--- src/hw/rs_m_pkg.sv ---
/*
 * RV32M unit shared types. Holds the operation encoding and the
 * request and response structs of the pipeline interface.
 */
`default_nettype none

package rs_m_pkg;

    typedef enum logic [3:0] {
        M_NOP    = 4'd0,
        M_MUL    = 4'd1,
        M_MULH   = 4'd2,
        M_MULHSU = 4'd3,
        M_MULHU  = 4'd4,
        M_DIV    = 4'd5,
        M_DIVU   = 4'd6,
        M_REM    = 4'd7,
        M_REMU   = 4'd8
    } m_op_e;

    // one instruction as seen by the execute stage.
    typedef struct packed {
        m_op_e       op;
        logic [31:0] rs1;    // dividend or multiplicand.
        logic [31:0] rs2;
    } m_req_t;

    typedef struct packed {
        logic        hold;   // stall the stage.
        logic [31:0] result;
    } m_rsp_t;

endpackage

`default_nettype wire

--- src/hw/mul.sv ---
/*
 * RV32M multiplier. A single 17x17 signed multiply-accumulate steps
 * through the four 16-bit partial products, low-low first.
 */
`timescale 1ns/1ps
`default_nettype none

module mul (
    input  logic            clk,
    input  logic            reset,
    input  logic [31:0]     first_operand_i,
    input  logic [31:0]     second_operand_i,
    input  rs_m_pkg::m_op_e op_i,
    output logic            hold_o,
    output logic [31:0]     result_o
);

    typedef enum logic [1:0] {
        ST_LL,
        ST_LH,
        ST_HL,
        ST_HH
    } state_e;

    state_e             state_q;
    state_e             state_d;
    logic [1:0]         sign_mode;   // bit 0 first operand, bit 1 second.
    logic               is_mul_op;
    logic               low_only;
    logic [15:0]        half_a;
    logic [15:0]        half_b;
    logic               ext_a;
    logic               ext_b;
    logic signed [16:0] mul_a;
    logic signed [16:0] mul_b;
    logic signed [33:0] product;
    logic [34:0]        acc_in;
    logic [34:0]        mac;
    logic [34:0]        acc_d;
    logic [34:0]        acc_q;

    always_comb begin
        case (op_i)
            rs_m_pkg::M_MULH:   sign_mode = 2'b11;
            rs_m_pkg::M_MULHSU: sign_mode = 2'b01;
            default:            sign_mode = 2'b00;
        endcase
    end

    assign is_mul_op = op_i inside {rs_m_pkg::M_MUL, rs_m_pkg::M_MULH,
                                    rs_m_pkg::M_MULHSU, rs_m_pkg::M_MULHU};
    assign low_only  = (op_i == rs_m_pkg::M_MUL);

    assign mul_a   = {ext_a, half_a};
    assign mul_b   = {ext_b, half_b};
    assign product = mul_a * mul_b;
    assign mac     = {product[33], product} + acc_in;

    always_comb begin
        state_d = state_q;
        hold_o  = 1'b0;
        half_a  = first_operand_i[15:0];
        half_b  = second_operand_i[15:0];
        ext_a   = 1'b0;
        ext_b   = 1'b0;
        acc_in  = acc_q;
        acc_d   = mac;

        case (state_q)
            ST_LL: begin
                acc_in = '0;   // low halves are always unsigned.
                if (is_mul_op) begin
                    hold_o  = 1'b1;
                    state_d = ST_LH;
                end
            end
            ST_LH: begin
                half_b = second_operand_i[31:16];
                ext_b  = sign_mode[1] & second_operand_i[31];
                acc_in = {19'b0, acc_q[31:16]};
                if (low_only) begin
                    acc_d = {3'b0, mac[15:0], acc_q[15:0]};   // keep the finished low half.
                end
                hold_o  = 1'b1;
                state_d = ST_HL;
            end
            ST_HL: begin
                half_a = first_operand_i[31:16];
                ext_a  = sign_mode[0] & first_operand_i[31];
                if (low_only) begin
                    // MUL is complete after this step.
                    acc_in  = {19'b0, acc_q[31:16]};
                    acc_d   = {3'b0, mac[15:0], acc_q[15:0]};
                    state_d = ST_LL;
                end else begin
                    hold_o  = 1'b1;
                    state_d = ST_HH;
                end
            end
            ST_HH: begin
                half_a  = first_operand_i[31:16];
                half_b  = second_operand_i[31:16];
                ext_a   = sign_mode[0] & first_operand_i[31];
                ext_b   = sign_mode[1] & second_operand_i[31];
                acc_in  = {{16{acc_q[34]}}, acc_q[34:16]};   // arithmetic shift by 16.
                state_d = ST_LL;
            end
            default: begin
                state_d = ST_LL;
            end
        endcase
    end

    assign result_o = acc_d[31:0];

    always_ff @(posedge clk) begin
        if (reset) begin
            state_q <= ST_LL;
        end else begin
            state_q <= state_d;
        end
    end

    always_ff @(posedge clk) begin
        acc_q <= acc_d;
    end

    // the later steps reuse the op to pick sign extension.
    a_op_stable: assert property (@(posedge clk) disable iff (reset)
        hold_o |=> $stable(op_i))
        else $error("mul: op changed while hold was high");

endmodule

`default_nettype wire

--- src/hw/div.sv ---
/*
 * RV32M divider. Restoring division, one quotient bit per cycle, with
 * the RISC-V results for division by zero and signed overflow.
 */
`timescale 1ns/1ps
`default_nettype none

module div (
    input  logic            clk,
    input  logic            reset,
    input  logic [31:0]     dividend_i,
    input  logic [31:0]     divisor_i,
    input  rs_m_pkg::m_op_e op_i,
    output logic            hold_o,
    output logic [31:0]     result_o
);

    typedef enum logic [1:0] {
        IDLE,
        CALC,
        DONE
    } state_e;

    state_e      state_q;
    state_e      state_d;
    logic        is_div_op;
    logic        is_signed;
    logic        is_rem;
    logic        div_zero;
    logic        overflow;
    logic        start;
    logic [31:0] mag_dividend;
    logic [31:0] mag_divisor;
    logic [31:0] quo_q;
    logic [31:0] rem_q;
    logic [31:0] dvs_q;
    logic [4:0]  count_q;
    logic        neg_quo_q;
    logic        neg_rem_q;
    logic [32:0] shifted;
    logic [33:0] diff;
    logic [31:0] quo_fix;
    logic [31:0] rem_fix;

    assign is_div_op = op_i inside {rs_m_pkg::M_DIV, rs_m_pkg::M_DIVU,
                                    rs_m_pkg::M_REM, rs_m_pkg::M_REMU};
    assign is_signed = op_i inside {rs_m_pkg::M_DIV, rs_m_pkg::M_REM};
    assign is_rem    = op_i inside {rs_m_pkg::M_REM, rs_m_pkg::M_REMU};

    assign div_zero = (divisor_i == 32'd0);
    assign overflow = is_signed && (dividend_i == 32'h8000_0000) && (divisor_i == 32'hffff_ffff);
    assign start    = (state_q == IDLE) && is_div_op && !div_zero && !overflow;

    // -2^31 maps to 2^31, which still fits unsigned.
    assign mag_dividend = (is_signed && dividend_i[31]) ? -dividend_i : dividend_i;
    assign mag_divisor  = (is_signed && divisor_i[31]) ? -divisor_i : divisor_i;

    assign shifted = {rem_q, quo_q[31]};
    assign diff    = {1'b0, shifted} - {2'b0, dvs_q};   // bit 33 is the borrow.

    assign quo_fix = neg_quo_q ? -quo_q : quo_q;
    assign rem_fix = neg_rem_q ? -rem_q : rem_q;

    always_comb begin
        state_d = state_q;
        case (state_q)
            IDLE: begin
                if (start) begin
                    state_d = CALC;
                end
            end
            CALC: begin
                if (count_q == 5'd31) begin
                    state_d = DONE;
                end
            end
            default: begin
                state_d = IDLE;   // DONE lasts one cycle.
            end
        endcase
    end

    always_comb begin
        hold_o   = 1'b0;
        result_o = '0;
        case (state_q)
            IDLE: begin
                hold_o = start;
                if (is_div_op && div_zero) begin
                    result_o = is_rem ? dividend_i : 32'hffff_ffff;
                end else if (is_div_op && overflow) begin
                    result_o = is_rem ? 32'd0 : dividend_i;
                end
            end
            CALC: hold_o = 1'b1;
            DONE: result_o = is_rem ? rem_fix : quo_fix;
            default: hold_o = 1'b0;
        endcase
    end

    always_ff @(posedge clk) begin
        if (reset) begin
            state_q <= IDLE;
            count_q <= '0;
        end else begin
            state_q <= state_d;
            count_q <= (state_q == CALC) ? count_q + 5'd1 : 5'd0;
        end
    end

    // quotient shifts in from the bottom while the dividend shifts out the top.
    always_ff @(posedge clk) begin
        if (start) begin
            quo_q     <= mag_dividend;
            rem_q     <= '0;
            dvs_q     <= mag_divisor;
            neg_quo_q <= is_signed & (dividend_i[31] ^ divisor_i[31]);
            neg_rem_q <= is_signed & dividend_i[31];
        end else if (state_q == CALC) begin
            quo_q <= {quo_q[30:0], ~diff[33]};
            rem_q <= diff[33] ? shifted[31:0] : diff[31:0];
        end
    end

    a_hold_bounded: assert property (@(posedge clk) disable iff (reset)
        $rose(hold_o) |-> ##33 !hold_o)
        else $error("div: hold not released after 33 cycles");

    a_op_stable: assert property (@(posedge clk) disable iff (reset)
        (state_q != IDLE) |-> $stable(op_i))
        else $error("div: op changed during a divide");

endmodule

`default_nettype wire

--- src/hw/m_unit.sv ---
/*
 * RV32M execute unit. Runs the multiplier and divider side by side,
 * picks the result by op group and merges their stall requests.
 */
`timescale 1ns/1ps
`default_nettype none

module m_unit (
    input  logic             clk,
    input  logic             reset,
    input  rs_m_pkg::m_req_t req_i,
    output rs_m_pkg::m_rsp_t rsp_o
);

    rs_m_pkg::m_op_e op;
    logic [31:0]     rs1;
    logic [31:0]     rs2;
    logic            mul_hold;
    logic            div_hold;
    logic [31:0]     mul_result;
    logic [31:0]     div_result;

    assign op  = req_i.op;
    assign rs1 = req_i.rs1;
    assign rs2 = req_i.rs2;

    // each engine ignores ops outside its own group.
    mul u_mul (
        .clk              (clk),
        .reset            (reset),
        .first_operand_i  (rs1),
        .second_operand_i (rs2),
        .op_i             (op),
        .hold_o           (mul_hold),
        .result_o         (mul_result)
    );

    div u_div (
        .clk        (clk),
        .reset      (reset),
        .dividend_i (rs1),
        .divisor_i  (rs2),
        .op_i       (op),
        .hold_o     (div_hold),
        .result_o   (div_result)
    );

    always_comb begin
        rsp_o.hold = mul_hold | div_hold;
        case (op)
            rs_m_pkg::M_MUL, rs_m_pkg::M_MULH,
            rs_m_pkg::M_MULHSU, rs_m_pkg::M_MULHU: begin
                rsp_o.result = mul_result;
            end
            rs_m_pkg::M_DIV, rs_m_pkg::M_DIVU,
            rs_m_pkg::M_REM, rs_m_pkg::M_REMU: begin
                rsp_o.result = div_result;
            end
            default: begin
                rsp_o.result = '0;   // nop.
            end
        endcase
    end

    // only one instruction sits in the stage.
    a_one_engine: assert property (@(posedge clk) disable iff (reset)
        !(mul_hold && div_hold))
        else $error("m_unit: multiplier and divider both holding");

endmodule

`default_nettype wire

--- config.mk ---
export PLATFORM = sky130hd
export DESIGN_NAME = m_unit
export DESIGN_NICKNAME = d
export VERILOG_FILES = /design/src/hw/rs_m_pkg.sv /design/src/hw/mul.sv /design/src/hw/div.sv /design/src/hw/m_unit.sv
export SDC_FILE = /design/constraint.sdc
export NUM_CORES = 1
export LEC_CHECK = 0
export BUFFER_PORTS_ARGS = -buffer_cell sky130_fd_sc_hd__buf_2
export CAP_MARGIN = 0
export CORE_UTILIZATION = 61
export DETAILED_ROUTE_END_ITERATION = 10
export GPL_TIMING_DRIVEN = 0
export HOLD_SLACK_MARGIN = 0.1
export PLACE_DENSITY = 0.79
export SYNTH_ARGS = -nofsm -noshare
export SYNTH_HDL_FRONTEND = slang
export SYNTH_SLANG_ARGS = --single-unit
--- constraint.sdc ---
create_clock -name clk -period 34.1 [get_ports clk]
set_input_delay 6.82 -clock clk [delete_from_list [all_inputs] [get_ports clk]]
set_output_delay 6.82 -clock clk [all_outputs]
set_load 0.1 [all_outputs]
-- After elaboration in Yosys (flattened, before gate mapping)
Cells that the tools add are included.
W data, S select, Z words.
- $add $sub $neg: 7
- multipliers: 1
- eq/ne operators: 19
- mux-type cells: 33
- bitwise operators: 8
- reduce and logical (&&, ||, !) cells: 26
- operator list (kind ; number):
    $mux W32 ; 12
    $pmux W35 S4 ; 1
    $neg A32 Y32 ; 4
    $pmux W32 S2 ; 2
    $mux W35 ; 3
    $eq A32 B32 Y1 const B ; 2
    $add A35 B35 Y35 ; 1
    $mul A17 B17 Y34 ; 1
    $sub A33 B32 Y34 ; 1
    $logic_not A32 Y1 ; 1
    $mux W16 ; 2
    $eq A4 B3 Y1 const B ; 4
    $logic_and A1 B1 Y1 ; 9
    $eq A4 B2 Y1 const B ; 2
    $mux W2 ; 4
    $pmux W2 S2 ; 2
    $pmux W2 S4 ; 1
    $reduce_bool A4 Y1 ; 2
    $reduce_or A2 Y1 ; 4
    $reduce_or A4 Y1 ; 2
    $eq A2 B2 Y1 const B ; 3
    $ne A2 B1 Y1 const B ; 3
    $reduce_bool A2 Y1 ; 3
    $add A5 B1 Y5 const B ; 1
    other kinds (14) ; 24
- flip-flop bits (word level): 142
- output and inout bits: 33

-- Logic depth before layout (Yosys ltp)
- depth in word-level cells: 9
- mapped depth: 43
- depth with buffers taken out: 37

-- Modules after synthesis
A second synthesis with hierarchy kept.
- cell total of the unflattened synthesis: 3029
- area, all modules: 25119.1 um2
- by module, submodules not included (module ; times used ; cells an instance ; area each (um2) ; seq. area each (um2)):
    mul ; 1 ; 1746 ; 14705.4 ; 740.7
    div ; 1 ; 1163 ; 9177.6 ; 2762.6
    m_unit ; 1 ; 120 ; 1236.2 ; 0.0

-- Worst setup path before layout
OpenSTA, ideal clock, no wires.
- path type: input to output
- start point: input req_i[5] (netlist name)
- end point: output rsp_o[31] (netlist name)
- data arrival time: 15.538 ns
- data required time: 27.280 ns
- slack: 11.742 ns
- stages on the path: 31
- buffers on the path: 2
- path through: clkbuf_1 > mux2i_1 > clkbuf_1 > nor2_1 > fa_1 > inv_1 > fa_1 > fa_1 > inv_1 > fa_1 > fa_1 > inv_1 > fa_1 > inv_1 > ha_1 > a21oi_1 > o221a_2 > o31ai_1 > a311o_1 > and2_1 > o21a_1 > nor2_1 > xnor2_1 > ha_1 > a21o_1 > a21o_1 > a221o_1 > a21oi_1 > a21oi_1 > or3_1 > o211ai_1
- RTL lines (what ; RTL line ; source):
    start, declared ; m_unit.sv:11 ; input rs_m_pkg::m_req_t req_i,
    end, declared ; m_unit.sv:12 ; output rs_m_pkg::m_rsp_t rsp_o

==> results.yml <==
outcome:
  status: "complete, but fails checks"
  violations: "capacitance limit, slew limit"
grt:
  gr-total-overflow: 0
  grt_pass1_vias: 22500
  busiest_layer: "met2"
  grt_use_met2: 0.668
  grt_pass1_wl_um: 131000
  use_met1: 0.557
  use_met3: 0.0991
  grt_max_degree: 33
  track_usage: 0.434
  antenna_found_initial: 13
final_layout:
  most-common-layout-cells: "388 x inv_1, 329 x nand2_1, 298 x fa_1"
  fin_area_mm2: 0.0257
  area_delta_synth_final_pct: 7.35
  nets: 3512
  layout_commonest_cell: "inv_1"
  drive_above_1_share: 0.0688
logic_synthesis:
  synthArstFlopShare: 0
  syn_area_mm2: 0.0240
  ys.flop_type: "dfxtp_1"
  ys_ff_latch: 142
  ys_warn_count: 0
  syn_area_per_cell_um2: 8.35
  syn_nets: 3402
  synthCells: 2870
  synth-edff-count: 66
  synthDistinctLibCells: 78
  seq_area_frac_synth: 0.146
detailed_routing:
  drt_iter0_drc: 2732
  antenna_left: 0
  first_pass_iters: 9
  drt-total-wl_um: 85800
  wl_per_cell_um: 24.3
  dr_total_vias: 22600
  drc_errors: 0
  via_per_inst: 6.41
cts:
  worstSkewPairLatency_ns: 0.46
  cts_buffer_depth: 2
  cts_sinks: 142
  root_buffer: "clkbuf_16"
  cts_made_buffers: 17
  cts.htree.levels: 4
  cts_setup_buffers: 0
  cts_resized: 0
  cts_tree: "done"
  postCtsHoldBufs: 0
  clkTransAtPathRegs_ns: 0.06
die:
  die_area_mm2: 0.0401
  core_area_mm2: 0.0387
  num_io_pins: 103
  die-width_um: 200
  start_util: 0.619
  rows: 72
  die_h_um: 200
critical_path:
  cp.arrival_ns: 17.07
  cp_max_fo: 10
  endpoint_kind: "output port"
  crit_path_max_incr_delay_ns: 0.78
  r2r_slack_ns: 20.66
  required_ns: 27.28
  path_class: "in -> out"
  worstSetupStartpointType: "primary input"
  crit_slowest_cell: "mux2i_1"
  critPathTopFamily: "adder cells"
  crit_buf_inv: 8
  cp_common_cell: "fa_1"
sta:
  slew_violations: 1
  hold_violations: 0
  worstMarginPinSlew_ns: 1.46
  skew_ns: 0.0126
  setup_viol: 0
  hold_ws_ns: 0.477
  slew_headroom: -0.000883
  tns_ns: 0
  rsz0062_at_grt: "no"
  fin_crit_sh: 0.701
  post-route-min-period_ns: 23.89
  fmax_ghz: 0.0419
  layout_setup_ws_ns: 10.21
placement:
  pre_cts_slack_ns: 10.45
  post-dp-hpwl_um: 70300
  io_buffers: 89
  place_area_mm2: 0.0251
  gp_congestion: 1.09
flow_run:
  cap_violations: 2
hold_path:
  holdCritPathClass: "reg -> reg"
[worst reg2reg max path: cells and delay by family (launching register included)]
| kind | cells | cell delay, ns |
|---|---|---|
| adders and majority gates | 9 | 4.28 |
| AOI/OAI and AO/OA | 7 | 2.19 |
| xor gates and xnor gates | 1 | 0.15 |
| DFF | 1 | 0.52 |
| muxes | 2 | 1.24 |
| and+or+nand+nor | 9 | 2.29 |
| buffers and inverters | 11 | 2.72 |
[cell type report]
type / count / area, um2
Multi-Input combinational cell: 2223 / 18500
Fill cell: 3262 / 13000
Sequential cell: 142 / 3500
Inverter: 389 / 1460
Tap cell: 518 / 648
Timing Repair Buffer: 91 / 493
Buffer: 116 / 465
Clock buffer: 17 / 425
Clock inverter: 15 / 163
Antenna cell: 13 / 32.5
[routing by layer]
metal,vias to the layer above,wire [um]
met2,1445,37800
met1,11000,32300
met4,0,5760
met5,-,0
li1,9831,-
met3,290,9940
[kinds of logic after synthesis]
kind of cell | Yosys count | synth area share
muxes | 103 | 0.0454
xor gates and xnor gates | 211 | 0.0771
buffers and inverters | 505 | 0.0803
and+or+nand+nor | 850 | 0.158
DFF | 142 | 0.146
adders and majority gates | 462 | 0.334
AOI/OAI and AO/OA | 597 | 0.159
[registers in the layout, indices dropped and copies added, names as in the netlist]
signal and cells:
u_div.neg_rem_q 1, u_div.state_q 2, u_mul.state_q 2, u_div.count_q 5, u_mul.acc_q 35, u_div.quo_q 32, u_div.dvs_q 32, u_div.rem_q 32
u_div.neg_quo_q 1
[final timing paths]
kind / depth (start not counted) / to / from
worst max-delay path: 34 / rsp_o[30] / req_i[23]
worst min-delay path: 2 / u_mul.acc_q[10] / u_mul.acc_q[10]
worst max register to register: 39 / u_mul.acc_q[34] / u_mul.state_q[0]
worst min register to register: 2 / u_mul.acc_q[10] / u_mul.acc_q[10]
[Yosys cell counts (21+ instances only)]
library cell,count,area (um2)
mux2i_1,58,581
inv_1,389,1460
o21ai_0,136,681
nand2_1,329,1230
dfxtp_1,76,1520
fa_1,298,5970
nor2b_1,21,131
edfxtp_1,66,1980
o31ai_1,32,240
mux2_2,45,507
ha_1,164,2050
a21o_1,68,510
xor2_1,80,701
a21oi_1,158,791
a31oi_1,21,131
xnor2_1,131,1150
nand3_1,36,180
nor3_1,37,185
o211ai_1,35,263
nor2_1,293,1100
clkbuf_1,102,383
[metrics by stage]
step,util,cells
after floorplan,-,2870
after CTS,0.663,3510
after global routing,0.664,3524
after detailed placement,0.648,3478
final,0.664,3524
after global placement,0.647,3477
Power is not shown: default switching activity piles up to over one toggle a cycle in this logic, so the estimate is an artifact.
